<file path="src/hw/riscv_timer_defs.svh">
`ifndef RISCV_TIMER_DEFS_SVH
`define RISCV_TIMER_DEFS_SVH

// address map of the core data port.
// both timer registers sit at the usual CLINT offsets for hart 0.
`define RISCV_MTIMECMP_ADDR   32'h0200_4000
`define RISCV_MTIME_ADDR      32'h0200_BFF8

// the data memory starts here and spans RISCV_DMEM_DEPTH doublewords.
`define RISCV_DMEM_BASE       32'h8000_0000

// number of doublewords in the data memory, a power of two.
`define RISCV_DMEM_DEPTH      64

// register select codes seen by the timer block.
// code zero selects nothing and reads back as zero.
`define RISCV_REGSEL_MTIME    2'd1
`define RISCV_REGSEL_MTIMECMP 2'd2

`endif

</file>
<file path="src/hw/riscv_timer_pkg.sv">
// shared types of the timer subsystem.
package riscv_timer_pkg;

  // one data word on the core port, also the width of mtime and mtimecmp.
  typedef logic [63:0] riscv_xlen_t;

  // a byte address as issued by the core.
  typedef logic [31:0] riscv_addr_t;

  // register select from the decoder to the timer block.
  // the codes are the RISCV_REGSEL_* macros.
  typedef logic [1:0] timer_regsel_t;

endpackage

</file>
<file path="src/hw/riscv_timer_irq.sv">
`timescale 1ns/1ps

`include "riscv_timer_defs.svh"

module riscv_timer_irq (
  input  logic                          i_riscv_timer_clk,
  input  logic                          i_riscv_timer_rst,
  input  logic                          i_riscv_timer_wren,
  input  logic                          i_riscv_timer_rden,
  input  riscv_timer_pkg::timer_regsel_t i_riscv_timer_regsel,
  input  riscv_timer_pkg::riscv_xlen_t  i_riscv_timer_wdata,
  output riscv_timer_pkg::riscv_xlen_t  o_riscv_timer_rdata,
  output riscv_timer_pkg::riscv_xlen_t  o_riscv_timer_time,
  output logic                          o_riscv_timer_irq
);

  import riscv_timer_pkg::*;

  riscv_xlen_t mtime;
  riscv_xlen_t mtimecmp;

  logic wr_mtime;
  logic wr_mtimecmp;

  assign wr_mtime    = i_riscv_timer_wren && (i_riscv_timer_regsel == `RISCV_REGSEL_MTIME);
  assign wr_mtimecmp = i_riscv_timer_wren && (i_riscv_timer_regsel == `RISCV_REGSEL_MTIMECMP);

  // mtime runs freely, a write replaces the increment on that edge.
  always_ff @(posedge i_riscv_timer_clk or posedge i_riscv_timer_rst)
  begin
    if (i_riscv_timer_rst)
      mtime <= '0;
    else if (wr_mtime)
      mtime <= i_riscv_timer_wdata;
    else
      mtime <= mtime + riscv_xlen_t'(1);
  end

  always_ff @(posedge i_riscv_timer_clk or posedge i_riscv_timer_rst)
  begin
    if (i_riscv_timer_rst)
      mtimecmp <= '0;
    else if (wr_mtimecmp)
      mtimecmp <= i_riscv_timer_wdata;
  end

  assign o_riscv_timer_time = mtime;

  // a zero compare value means the interrupt is disarmed.
  assign o_riscv_timer_irq = (mtimecmp != '0) && (mtime >= mtimecmp);

  always_comb
  begin
    o_riscv_timer_rdata = '0;
    if (i_riscv_timer_rden)
    begin
      case (i_riscv_timer_regsel)
        `RISCV_REGSEL_MTIME:    o_riscv_timer_rdata = mtime;
        `RISCV_REGSEL_MTIMECMP: o_riscv_timer_rdata = mtimecmp;
        default:                o_riscv_timer_rdata = '0;
      endcase
    end
  end

endmodule

</file>
<file path="config.mk">
export PLATFORM = sky130hd
export DESIGN_NAME = riscv_timer_irq
export DESIGN_NICKNAME = d
export VERILOG_FILES = /design/src/hw/riscv_timer_pkg.sv /design/src/hw/riscv_timer_irq.sv
export VERILOG_INCLUDE_DIRS = /design/src /design/src/hw
export SDC_FILE = /design/constraint.sdc
export NUM_CORES = 1
export LEC_CHECK = 0
export ABC_CLOCK_PERIOD_IN_PS = 4700
export BUFFER_PORTS_ARGS = -buffer_cell sky130_fd_sc_hd__buf_2
export CORE_MARGIN = 1
export CORE_UTILIZATION = 50
export CTS_CLUSTER_SIZE = 24
export DETAILED_ROUTE_END_ITERATION = 10
export MAX_ROUTING_LAYER = met4
export PLACE_DENSITY = 0.8
export SLEW_MARGIN = 20
export SYNTH_ARGS = -nofsm -noshare
export SYNTH_HDL_FRONTEND = slang
export SYNTH_SLANG_ARGS = --single-unit
</file>
<file path="constraint.sdc">
create_clock -name i_riscv_timer_clk -period 4.7 [get_ports i_riscv_timer_clk]
set_input_delay 0.94 -clock i_riscv_timer_clk [delete_from_list [all_inputs] [get_ports i_riscv_timer_clk]]
set_output_delay 0.94 -clock i_riscv_timer_clk [all_outputs]
set_load 0.02 [all_outputs]
</file>
Word-level counts from Yosys, hierarchy flattened
Cells that the tools add are included.
Operators by class
  $add $sub $neg: 1
  equality and inequality tests: 2
  multiplexer cells: 3
  reductions and logical operators: 4
  order comparisons: 1
Operators with widths (number)
  64-bit 2-to-1 mux: 2
  64-bit one-hot mux with 2 select lines: 1
  64-bit by 1-bit adder with 64-bit output, second input constant: 1
  64-bit greater-or-equal comparator: 1
  64-bit nonzero test: 1
  1-bit logical AND: 3
  2-bit by 1-bit == test with 1-bit output, second input constant: 1
  2-bit == test, second input constant: 1
Storage, ports and cells
  output and inout bits: 129
  flip-flop bits (word level): 128
  word-level logic and storage cells: 13
  bits of input ports: 70

Depth between registers and ports, before layout
  depth in word-level cells: 3
  mapped depth: 8

Least setup slack after synthesis
Ideal clock, no wire load.
  path kind: register -> output
  start point: register mtime[59], in the netlist o_riscv_timer_time[59]
  end point: output port o_riscv_timer_irq
  cell stages (with the launch flop): 8
  data required time: 3760 ps
  setup slack: 1623 ps
  arrival: 2137 ps
  path buffers: 0
  cells stage by stage: dfrtp_1 ha_1 and4_1 nor4bb_1 nand4_1 a211oi_1 nor2_1 a21oi_1
On the way
  word-level cells in the longest chain between the ends: 2
RTL lines
  from (decl): line riscv_timer_irq.sv:19  | riscv_xlen_t mtime;
  from (signal assigned): line riscv_timer_irq.sv:34  | mtime <= i_riscv_timer_wdata;
  from (signal assigned): line riscv_timer_irq.sv:36  | mtime <= mtime + riscv_xlen_t'(1);
  64-bit greater-or-equal comparator: line riscv_timer_irq.sv:50  | assign o_riscv_timer_irq = (mtimecmp != '0) && (mtime >= mtimecmp);
  1-bit logical AND: line riscv_timer_irq.sv:50
  to (decl): line riscv_timer_irq.sv:14  | output logic o_riscv_timer_irq
No other way between the ends.

Worst setup path in the final report
  start point: register mtime[15], in the netlist o_riscv_timer_time[15]
  end point: output port o_riscv_timer_irq
The elaborated chain is that of the path after synthesis.

==> results by group <==
Setup path
  • Worst Path Required: between 3 and 4 ns
  • Startpoint Class: register
  • CP max stage delay: between 0.5 and 0.6 ns
  • Critical-path maximum fanout: 8
  • Worst path slowest cell: nor4_1
  • Sequence of cells on the critical path: ha_1, nand2_1, nor4_1, o311ai_0, a211oi_1, nor2_1, a21oi_1, buf_2
  • Worst path arrival time: between 2 and 3 ns
  • CP Capture Type: output pin
  • Critical path class: reg2out
  • CP startpoint: o_riscv_timer_time[15]
  • Crit Reg-Reg Startpoint: o_riscv_timer_time[9]

Pwr
  • NetSw: 1600 uW
  • P_int: about 2600 uW
  • Maximum vdd drop: 0.274 mV
  • Gate power share: between 30% and 40%
  • Leak: between 0.004 and 0.005 uW
  • Part of the power in registers: 39.7%
  • Clk pwr share: approximately 30%
  • PD cells: roughly 410 nW/um^2
  • Switching Fraction: 37.7%

Placement
  • Place WS: between 1 and 1.5 ns
  • GP Congestion: 0.944
  • Placed Area: around 9700 sq um
  • IO buf count: 198
  • Post-DP HPWL: between 15000 and 20000 microns

GRT
  • First-pass GRT wire length: between 40000 and 50000 microns
  • Global route overflow: 0
  • Total Routing Usage GR: between 30% and 40%
  • Initial antenna violation count: 1
  • Largest net degree at the start of global routing: 82
  • Vias in the first global route: 7817

Synthesis
  • Simple-Gate Fraction of Synth Area: between 10% and 20%
  • Synthesized Nets: about 1100
  • Yosys warns: 0
  • Post-Synth Adder-Cell Area: about a tenth
  • Sequential share of the synthesized area: between 30% and 40%
  • XOR/XNOR share of the synthesized area: roughly 6.2%
  • Mean Syn Cell Area: about 8.8 sq um
  • Synth async-reset ratio: 100%
  • Largest family of logic cells by synthesized area: simple AND/OR/NAND/NOR gates
  • Cells after synthesis: 957
  • Post-synthesis cell type count: just over 40
  • EDFF count, synth: 0
  • Top FF cell, synth: dfrtp_1
  • Post-synthesis compound-gate area fraction: 13.3%
  • Synth Cell Area: between 8000 and 9000 sq um
  • Number of synthesized register bits: about 130
  • Mux cell area share after synthesis: under 10%

Cells and area
  • Final instance area: between 10000 and 15000 sq um
  • Layout cells sized above 1: approximately 28%
  • Area Overhead vs Synth: 21.4%
  • Layout Utilization: between 60% and 70%
  • Final nets: between 1000 and 1500

Route
  • DRT Wirelength: between 20000 and 25000 microns
  • Vias per std cell: 5.84
  • DRT iter0 DRCs: 592
  • Post-DR wirelength/cell: 17.9 microns
  • Routed Antenna Nets: 0
  • Remaining DRCs: 0
  • Routed via count: about 8000
  • First-pass DRT Iterations: 6

Floorplanning
  • Core box area: between 15000 and 20000 sq um
  • Die H: 132 microns
  • Die area: around 17000 sq um
  • Initial Util: between 50% and 60%
  • I/O Pins: between 150 and 200
  • # rows: 47
  • Die W: about 130 microns

CTS
  • Insertion delay to the later sink of the worst-skew pair: 0.44 ns
  • Clk slew on worst S/H paths: around 0.06 ns
  • H-Tree Depth: 4
  • Max Root-Sink Buffers: 2
  • Root Driver: clkbuf_16
  • CTS sink cnt: 128
  • # resized after CTS: 0
  • Post CTS Setup Buffer Count: 0
  • Total CTS buffers: 17
  • CTS Hold Buffers Added: 0
  • CTS tree: yes

Min path
  • Hold Path Origin: mtimecmp[8]
  • Hold Path Class: reg2reg

STA
  • Setup_tns: 0 ns
  • Final worst-path cycle share: between 80% and 90%
  • RSZ-0062 raised after global routing: no
  • Worst-Margin Slew: around 0.74 ns
  • Final-report setup violation count: 0
  • Clock Skews: ~0.010 ns
  • Worst Slack Setup Final: between 0.7 and 0.8 ns
  • Final hold viol count: 0
  • Rel. slew slack: roughly half
  • Tmin final: 3.91 ns
  • Final slew viol count: 0
  • F_max: about 260 MHz

Job
  • MaxCap Viol Count: 0

Status
  • Outcome: completed
Yosys cell counts (all sizes together), types with 23 or more instances:
cell type / n / area, sq um
ha: 67 / 838
dfrtp: 128 / 3200
nand3: 29 / 145
a22oi: 65 / 488
inv: 81 / 304
mux2: 64 / 721
nor4: 40 / 256
clkbuf: 39 / 146
xnor2: 45 / 394
nor2: 87 / 327
o21ai: 74 / 370
nand4: 23 / 159
a21oi: 27 / 135
nand2: 108 / 405
final cells by class:
| cell class | count | area (sq um) |
|---|---|---|
| clock inverter | 10 | 85.1 |
| tap | 220 | 275 |
| fill | 1434 | 6270 |
| multi-input combinational | 701 | 4760 |
| clock buffer | 22 | 484 |
| timing repair buffer | 213 | 1130 |
| antenna | 1 | 2.50 |
| sequential | 128 | 3200 |
| inverter | 81 | 309 |
power by group through the flow:
stage | combinational (uW) | sequential [uW] | clock, uW
finish | 1280 | 1690 | 1280
global route | 1430 | 1720 | 1340
CTS | 1280 | 1680 | 1290
detailed placement | 1260 | 1690 | 0
global placement | 1220 | 1690 | 0
floorplan | 764 | 1720 | 0
logic make-up (layout without fill, tap and decap cells):
kind of cell	Yosys count	in the layout
other cells	0	1
compound gates	182	182
buf+inv	128	326
mux	64	64
fa+ha+maj	67	67
simple gates	328	328
xor+xnor	60	60
flops	128	128
critical path, delay by kind of cell, from the launching register on:
kind	cells	cell delay [ns]
AND/OR/NAND/NOR	3	0.70
AO/OA/AOI/OAI	3	0.82
adder cells (fa/ha/maj)	1	0.34
flip-flops	1	0.48
buffers and inverters	1	0.19
worst paths after layout:
| check | to | slack [ns] | depth (start not counted) |
|---|---|---|---|
| max | o_riscv_timer_irq | 0.79 | 8 |
| min | mtimecmp[8] | 0.57 | 1 |
| max reg2reg | o_riscv_timer_time[63] | 1.89 | 7 |
| min reg2reg | mtimecmp[8] | 0.57 | 1 |
| max in group asynchronous | o_riscv_timer_time[43] | 3.21 | 3 |
| min in group asynchronous | mtimecmp[59] | 0.64 | 2 |
flip-flops by register name, indices dropped and copies added (netlist names):
| register | flops |
|---|---|
| o_riscv_timer_time | 64 |
| mtimecmp | 64 |
routing by layer:
| layer | global-route usage, % | up-vias | part of all wire, % |
|---|---|---|---|
| li1 | - | 3771 | - |
| met1 | 37.2 | 3832 | 41 |
| met2 | 48.2 | 358 | 48 |
| met3 | 6.57 | 70 | 7.7 |
| met4 | 13.0 | 0 | 3.0 |
| met5 | - | - | 0 |
cells in the final DEF (no fill, tap or decap), types with 22 or more instances in the layout:
cell	instances
a22oi_1	65
xnor2_1	45
nor2_1	87
mux2_2	64
ha_1	65
a21oi_1	27
nand3_1	29
inv_1	80
nand2_1	107
o21ai_0	74
nand4_1	22
nor4_1	39
dfrtp_1	128
buf_2	198
stage by stage:
step | cells | hold WS, ns | total power (uW)
floorplan | 957 | 0.526 | 2480
global placement | 1343 | 0.546 | 2900
detailed placement | 1343 | 0.557 | 2960
CTS | 1375 | 0.573 | 4250
global route | 1376 | 0.591 | 4490
finish | 1376 | 0.572 | 4250
Power figures use the tool's default switching activity.
