File: src/hw/riscv_timer_defs.svh
`ifndef RISCV_TIMER_DEFS_SVH
`define RISCV_TIMER_DEFS_SVH

// address map of the core data port.
// both timer registers sit at the usual CLINT offsets for hart 0.
`define RISCV_MTIMECMP_ADDR   32'h0200_4000
`define RISCV_MTIME_ADDR      32'h0200_BFF8

// the data memory starts here and spans RISCV_DMEM_DEPTH doublewords.
`define RISCV_DMEM_BASE       32'h8000_0000

// number of doublewords in the data memory, a power of two.
`define RISCV_DMEM_DEPTH      64

// register select codes seen by the timer block.
// code zero selects nothing and reads back as zero.
`define RISCV_REGSEL_MTIME    2'd1
`define RISCV_REGSEL_MTIMECMP 2'd2

`endif

File: src/hw/riscv_timer_pkg.sv
// shared types of the timer subsystem.
package riscv_timer_pkg;

  // one data word on the core port, also the width of mtime and mtimecmp.
  typedef logic [63:0] riscv_xlen_t;

  // a byte address as issued by the core.
  typedef logic [31:0] riscv_addr_t;

  // register select from the decoder to the timer block.
  // the codes are the RISCV_REGSEL_* macros.
  typedef logic [1:0] timer_regsel_t;

endpackage

File: src/hw/riscv_mmio_decode.sv
`timescale 1ns/1ps

`include "riscv_timer_defs.svh"

module riscv_mmio_decode (
  input  riscv_timer_pkg::riscv_addr_t   i_riscv_timer_addr,
  input  logic                           i_riscv_timer_wren,
  input  logic                           i_riscv_timer_rden,
  input  riscv_timer_pkg::riscv_xlen_t   i_riscv_timer_tmr_rdata,
  input  riscv_timer_pkg::riscv_xlen_t   i_riscv_timer_mem_rdata,
  output logic                           o_riscv_timer_tmr_wren,
  output logic                           o_riscv_timer_tmr_rden,
  output logic                           o_riscv_timer_mem_wren,
  output logic                           o_riscv_timer_mem_rden,
  output riscv_timer_pkg::timer_regsel_t o_riscv_timer_tmr_regsel,
  output logic [$clog2(`RISCV_DMEM_DEPTH)-1:0] o_riscv_timer_mem_index,
  output riscv_timer_pkg::riscv_xlen_t   o_riscv_timer_rdata,
  output logic                           o_riscv_timer_fault
);

  import riscv_timer_pkg::*;

  localparam int MEM_AW = $clog2(`RISCV_DMEM_DEPTH);

  // size of the memory region in bytes.
  localparam riscv_addr_t MEM_BYTES = riscv_addr_t'(`RISCV_DMEM_DEPTH * 8);

  riscv_addr_t mem_offset;

  logic hit_mtime;
  logic hit_mtimecmp;
  logic hit_tmr;
  logic hit_mem;
  logic access;

  assign hit_mtime    = (i_riscv_timer_addr == `RISCV_MTIME_ADDR);
  assign hit_mtimecmp = (i_riscv_timer_addr == `RISCV_MTIMECMP_ADDR);
  assign hit_tmr      = hit_mtime || hit_mtimecmp;

  // the subtraction wraps below the base, so one compare covers both bounds.
  // only doubleword aligned addresses map onto a memory word.
  assign mem_offset = i_riscv_timer_addr - riscv_addr_t'(`RISCV_DMEM_BASE);
  assign hit_mem    = (mem_offset < MEM_BYTES) && (i_riscv_timer_addr[2:0] == 3'b000);

  assign access = i_riscv_timer_wren || i_riscv_timer_rden;

  assign o_riscv_timer_tmr_wren = i_riscv_timer_wren && hit_tmr;
  assign o_riscv_timer_tmr_rden = i_riscv_timer_rden && hit_tmr;
  assign o_riscv_timer_mem_wren = i_riscv_timer_wren && hit_mem;
  assign o_riscv_timer_mem_rden = i_riscv_timer_rden && hit_mem;

  always_comb
  begin
    if (hit_mtime)
      o_riscv_timer_tmr_regsel = `RISCV_REGSEL_MTIME;
    else if (hit_mtimecmp)
      o_riscv_timer_tmr_regsel = `RISCV_REGSEL_MTIMECMP;
    else
      o_riscv_timer_tmr_regsel = '0;
  end

  // word index within the memory, byte offset bits dropped.
  assign o_riscv_timer_mem_index = mem_offset[MEM_AW+2:3];

  // read data comes back from whichever block was selected this cycle.
  always_comb
  begin
    if (o_riscv_timer_tmr_rden)
      o_riscv_timer_rdata = i_riscv_timer_tmr_rdata;
    else if (o_riscv_timer_mem_rden)
      o_riscv_timer_rdata = i_riscv_timer_mem_rdata;
    else
      o_riscv_timer_rdata = '0;
  end

  // unmapped accesses raise the fault for the cycle of the strobe.
  assign o_riscv_timer_fault = access && !hit_tmr && !hit_mem;

endmodule

File: config.mk
export PLATFORM = sky130hd
export DESIGN_NAME = riscv_mmio_decode
export DESIGN_NICKNAME = d
export VERILOG_FILES = /design/src/hw/riscv_timer_pkg.sv /design/src/hw/riscv_mmio_decode.sv
export VERILOG_INCLUDE_DIRS = /design/src /design/src/hw
export SDC_FILE = /design/constraint.sdc
export NUM_CORES = 1
export LEC_CHECK = 0
export BUFFER_PORTS_ARGS = -buffer_cell sky130_fd_sc_hd__buf_2
export CORE_AREA = 3 3 91 93
export DETAILED_ROUTE_END_ITERATION = 12
export DIE_AREA = 0 0 94 96
export PLACE_DENSITY = 0.68
export SLEW_MARGIN = 30
export SYNTH_ARGS = -nofsm -noshare
export SYNTH_HDL_FRONTEND = slang
export SYNTH_SLANG_ARGS = --single-unit
File: constraint.sdc
create_clock -name vclk -period 3
set_clock_uncertainty 0.05 [all_clocks]
set_input_delay 0.3 -clock vclk [all_inputs]
set_output_delay 0.3 -clock vclk [all_outputs]
set_load 0.02 [all_outputs]
Word-level counts from Yosys, hierarchy flattened
Cells that the tools add are included.

Add/sub/neg operators: 1. Eq/ne operators: 2. Reduce and logical (&&, ||, !) cells: 12. Mux-type cells: 4. Magnitude comparators: 1.

Operators with widths (count): 64-bit 2-to-1 mux (2); 32-bit by 26-bit equality test with 1-bit output, second input constant (2); 32-bit by 10-bit < comparator with 1-bit output, second input constant (1); 32-bit subtractor, second input constant (1); 1-bit logical AND (7); 2-bit 2-to-1 mux (2); 3-bit logical NOT (1); 1-bit logical NOT (2); 1-bit logical OR (2).

Input bits: 162. Output and inout port bits: 77. Flip-flop bits (word level): 0.

Longest topological paths before layout
Gate-level depths: netlist of run 1.

Word-level depth: 6. Mapped depth: 7. Mapped depth without buffers: 4.

Worst setup path after synthesis of run 1
OpenSTA, ideal clock, no wires.

Kind: input to output. From: input i_riscv_timer_addr[14]. To: output o_riscv_timer_rdata[10]. Data required time: 2.650 ns. Arrival time: 2.156 ns. Stages on the path: 6. Setup slack: 0.494 ns. Path buffers: 2. Cells stage by stage: or4_1 -> or4b_1 -> nor4_2 -> buf_4 -> buf_6 -> a32o_1.

Longest elaborated chain between the ends: 6.

Ends and longest elaborated chain: start, declared (RTL line riscv_mmio_decode.sv:6) `input riscv_timer_pkg::riscv_addr_t i_riscv_timer_addr,`; 32-bit subtractor (RTL line riscv_mmio_decode.sv:42) `` assign mem_offset = i_riscv_timer_addr - riscv_addr_t'(`RISCV_DMEM_BASE); ``; 32-bit by 10-bit < comparator with 1-bit output (RTL line riscv_mmio_decode.sv:43) `assign hit_mem = (mem_offset < MEM_BYTES) && (i_riscv_timer_addr[2:0] == 3'b000);`; 1-bit logical AND (RTL line riscv_mmio_decode.sv:43); 1-bit logical AND (RTL line riscv_mmio_decode.sv:50) `assign o_riscv_timer_mem_rden = i_riscv_timer_rden && hit_mem;`; 64-bit 2-to-1 mux (RTL line riscv_mmio_decode.sv:70) `else if (o_riscv_timer_mem_rden)`; 64-bit 2-to-1 mux * (RTL line riscv_mmio_decode.sv:68) `if (o_riscv_timer_tmr_rden)`; end, declared (RTL line riscv_mmio_decode.sv:17) `output riscv_timer_pkg::riscv_xlen_t o_riscv_timer_rdata,`.

Every way passes the cells marked *; elsewhere a longest branch is shown, timed or not.

Final worst setup path of run 1
From: input i_riscv_timer_addr[14]. To: output o_riscv_timer_rdata[55].

Same word-level chain as after synthesis.

==> results.cfg, run 1 <==
[finish]
drive_above_1_share_pct = 61.6
area_delta_synth_final_pct = 82.7
nClkBuffers = 0
seq_cells = 0
fillers = 819
fin_nets = 568
utilization_pct = 34.7
area.sequential_um2 = 0

[synthesis]
synth_most_common_cell = and2_1
synth_cell_types = 21
netlist_area_um2 = 1440
post-synth-top-area-fraction_pct = 44.4
synth_fp_nets = 355
synth_top_area_cell = a32o_1
ys_top_cells_by_count = and2_1, a32o_1, clkbuf_1, buf_4
synthTopCellsByArea = a32o_1, and2_1, clkbuf_1, buf_4, buf_6
avgSynthCellArea_um2 = 7.48
syn_inst = 193
ys.warnings.count = 0
ys_seq_area_share_pct = 0

[global_routing]
grt_usage_pct = 13.1
grt_pass1_wl_mm = 9.98
grt_pass1_vias = 2174
gr-total-overflow = 0
antenna_found_initial = 2
grt_start_max_net_pins = 36

[drt]
postRouteWirelength_mm = 7.26
drt_first_pass_iters = 4
drt_iter0_markers = 52
ant_nets = 0
wl_per_cell_um = 14.3
via_per_inst = 4.97
vias = 2527
drc_errors = 0

[power_and_ir_drop]
cellLeakagePower_nw = 1.45
pwr-share-clk_pct = 0
sw_frac_of_total_pct = 39.6
vdd_drop_max_mv = 0.0276
p_seq_share_pct = 0
switching_power_w = 0.0000666
internal_power_w = 0.000101
p_per_area_nw_per_um2 = 63.7
pwr-share-comb_pct = 100.0

[worst_setup_path]
cp_slowest_cell = or4b_1
path_cells = buf_2, or4_1, or4b_1, nor4_4, buf_4, a32o_1, buf_2
cp-start-kind = primary input
path_class = in2out
end_kind = output port
cp.depth = 7
crit_buf_inv = 3
worstPathRequired_ns = 2.65
critPathMaxFanout = 32
critPathArrivalTime_ns = 2.52
slowest_delay_ns = 0.56
cpMostUsedCell = buf_2
crit_family = simple AND/OR/NAND/NOR gates

[sta]
maxSlewViolCount = 0
finalSetupViolations = 0
fmax_mhz = 349
final_hold_viol_count = 0
setup_tns_ns = 0
period_share_pct = 95.6
rsz0062_at_grt = false
worst_pin_slew_ns = 0.458
timing.final.ws_setup_ns = 0.133
relSlewSlack_pct = 69.5
period_minus_slack_ns = 2.87

[flow_run]
cap_violations = 0

[worst_hold_path]
holdPathStages = 2
hp-class = in2out

[floorplan]
die_area_um2 = 9020
coreArea_um2 = 7610
initial_core_util_pct = 19.0
rows = 32
die_height_um = 96
die_w_um = 94
ios = 239

[place]
hpwlAfterDp_mm = 6.03
port_buffers = 239
gp_congestion = 0.751
pre_cts_ws_ns = 0.120

[cts]
ctsResizeCount = 0
ctsHoldBuffers = 0
cts_setup_buffers = 0

[run_status]
outcome = finished, final reports clean
[power by group through the flow]
stage	Combinational, W	Clock, W	Sequential [W]
final	0.000168	0.0000000000895	0
after global routing	0.000187	0	0
after CTS	0.000170	0	0
after detailed placement	0.000169	0	0
after global placement	0.000165	0	0
after floorplan	0.0000560	0	0
[metal layers]
layer | vias to the layer above | track usage [%] | share of wire, %
met5 | - | 0 | 0.18
met4 | 2 | 0.241 | 0.21
met3 | 4 | 2.35 | 11
met2 | 156 | 25.1 | 50
met1 | 1157 | 15.9 | 38
li1 | 1208 | - | -
[layout by cell type (no fill, tap or decap), types with 2 or more instances in the layout]
| master | n |
|---|---|
| and3_1 | 3 |
| diode_2 | 2 |
| buf_2 | 239 |
| buf_4 | 7 |
| nor3_1 | 2 |
| a32o_1 | 64 |
| nor4_1 | 5 |
| nor2_1 | 3 |
| nand4_1 | 4 |
| and2_1 | 66 |
[per-stage QoR]
| step | cell area, um2 | total power, W | cells | hold slack [ns] |
|---|---|---|---|---|
| finish | 2640 | 0.000168 | 508 | 0.806 |
| global route | 2630 | 0.000187 | 506 | 0.817 |
| CTS | 2630 | 0.000170 | 506 | 0.808 |
| detailed placement | 2630 | 0.000169 | 506 | 0.807 |
| global placement | 2630 | 0.000165 | 506 | 0.803 |
| floorplan | 1440 | 0.0000560 | 193 | 0.663 |
[cell families after synthesis]
family	synth area share, %
compound gates	45.7
buf+inv	14.0
simple gates	40.3
[final cells by class]
class                           instances  area [um2]  area share [%]
Multi-Input combinational cell        158        1260            47.6
Timing Repair Buffer                  246        1250            47.3
Tap cell                              102         128            4.84
Antenna cell                            2        5.00           0.190
[final timing paths]
path / slack, ns / to / from
setup / recovery: 0.13 / o_riscv_timer_rdata[55] / i_riscv_timer_addr[14]
hold / removal: 0.81 / o_riscv_timer_mem_index[3] / i_riscv_timer_addr[6]
Note: power is estimated with default switching activity, not from simulation.
==> inputs of run 2 (changes only) <==
- GPL_TIMING_DRIVEN: default -> 0
- SKIP_LAST_GASP: default -> 1
- clock period: 3 -> 3.2 ns (I/O delays scaled with it)
==> results.cfg, run 2 (synthesized netlist as in run 1, its figures left out) <==
[floorplan]
ios = 239
coreArea_um2 = 7610
die_area_um2 = 9020
die_w_um = 94
rows = 32
die_height_um = 96
initial_core_util_pct = 19.0

[finish]
drive_above_1_share_pct = 60.2
fin_cells = 534
area.sequential_um2 = 0
mostFrequentLayoutCell = buf_2
fin_nets = 596
seq_cells = 0
antenna_cells = 0
nClkBuffers = 0
area_delta_synth_final_pct = 92.7
layout_common_cells = buf_2, and2_1, a32o_1

[drt]
routed.top_layer = met5
wl_met2_mm = 4.10
dr_wl_met3_um = 862
drt_iter0_markers = 55
drc_errors = 0
ant_nets = 0
drt_first_pass_iters = 4
m1WireLength_mm = 3.12
via_per_inst = 4.92
vias = 2628
postRouteWirelength_mm = 8.10
wl_per_cell_um = 15.2

[sta]
period_share_pct = 92.7
setup_tns_ns = 0
final_hold_viol_count = 0
relSlewSlack_pct = 66.6
finalSetupViolations = 0
maxSlewViolCount = 0
period_minus_slack_ns = 2.97
fmax_mhz = 337
worst_pin_slew_ns = 0.501
rsz0062_at_grt = false

[worst_setup_path]
end_kind = output port
worstPathRequired_ns = 2.83
crit_start = i_riscv_timer_addr[14]
cp-start-kind = primary input
critPathMaxFanout = 10
critPathArrivalTime_ns = 2.60
path_class = in2out

[worst_hold_path]
min_from = i_riscv_timer_mem_rdata[24]
hp-class = in2out

[global_routing]
grt_pass1_wl_mm = 11.2
grt_usage_pct = 15.0
antenna_found_initial = 1
grt_pass1_vias = 2377
grt_start_max_net_pins = 11
gr-total-overflow = 0

[place]
hpwlAfterDp_mm = 6.91
port_buffers = 239
gp_congestion = 0.784
dp_cells = 534

[power_and_ir_drop]
pwr-share-comb_pct = 100.0
internal_power_w = 0.000101
p_seq_share_pct = 0
vdd_drop_max_mv = 0.0241
totalPowerFinal_w = 0.000166
cellLeakagePower_nw = 1.53
sw_frac_of_total_pct = 39.4
p_per_area_nw_per_um2 = 59.8
switching_power_w = 0.0000655
pwr-share-clk_pct = 0

[run_status]
outcome = finished, final reports clean

[flow_run]
cap_violations = 0

[cts]
cts_setup_buffers = 0
run 2: metrics by stage:
step | hold WS, ns | utilization (%) | setup slack (ns) | instance area (um2)
4_1_cts | 0.923 | 36.5 | 0.0576 | 2770
3_5_place_dp | 0.917 | 36.4 | -0.399 | 2770
3_3_place_gp | 0.921 | 36.4 | -0.338 | 2770
5_1_grt | 0.933 | 36.6 | 0.0435 | 2780
6_report | 0.921 | 36.6 | 0.232 | 2780
2_1_floorplan | 0.703 | - | 0.654 | 1440
run 2: power groups by stage:
stage | Sequential, W | Combinational, W | Clock, W
2_1_floorplan | 0 | 0.0000525 | 0
3_3_place_gp | 0 | 0.000160 | 0
3_5_place_dp | 0 | 0.000166 | 0
4_1_cts | 0 | 0.000167 | 0
5_1_grt | 0 | 0.000185 | 0
6_report | 0 | 0.000166 | 0
run 2: layout make-up:
class              instances  area, um2
fillers                  832       4820
multi-input cells        158       1250
repair buffers           239       1200
plain buffers             35        206
well taps                102        128
run 2: what timing repair did:
action                     CTS  global route
setup endpoints to repair   13            21
gates resized for setup      2             5
hold buffers                 0             0
run 2: path summary, 6_finish.rpt:
path / slack (ns) / depth (start not counted) / end
setup / recovery: 0.23 / 8 / o_riscv_timer_rdata[33]
hold / removal: 0.92 / 3 / o_riscv_timer_rdata[24]
run 2: critical path, stage by stage:
cell and delay (ns):
buf_2 0.10, or4_1 0.55, nor4_1 0.41, a41o_1 0.25
buf_2 0.29, clkbuf_2 0.28, a32o_1 0.22, buf_2 0.17
run 2: routing by layer:
layer	up-vias	GRT usage [%]
li1	1260	-
met1	1204	17.5
met2	160	29.0
met3	2	3.36
met4	2	0.602
met5	-	0
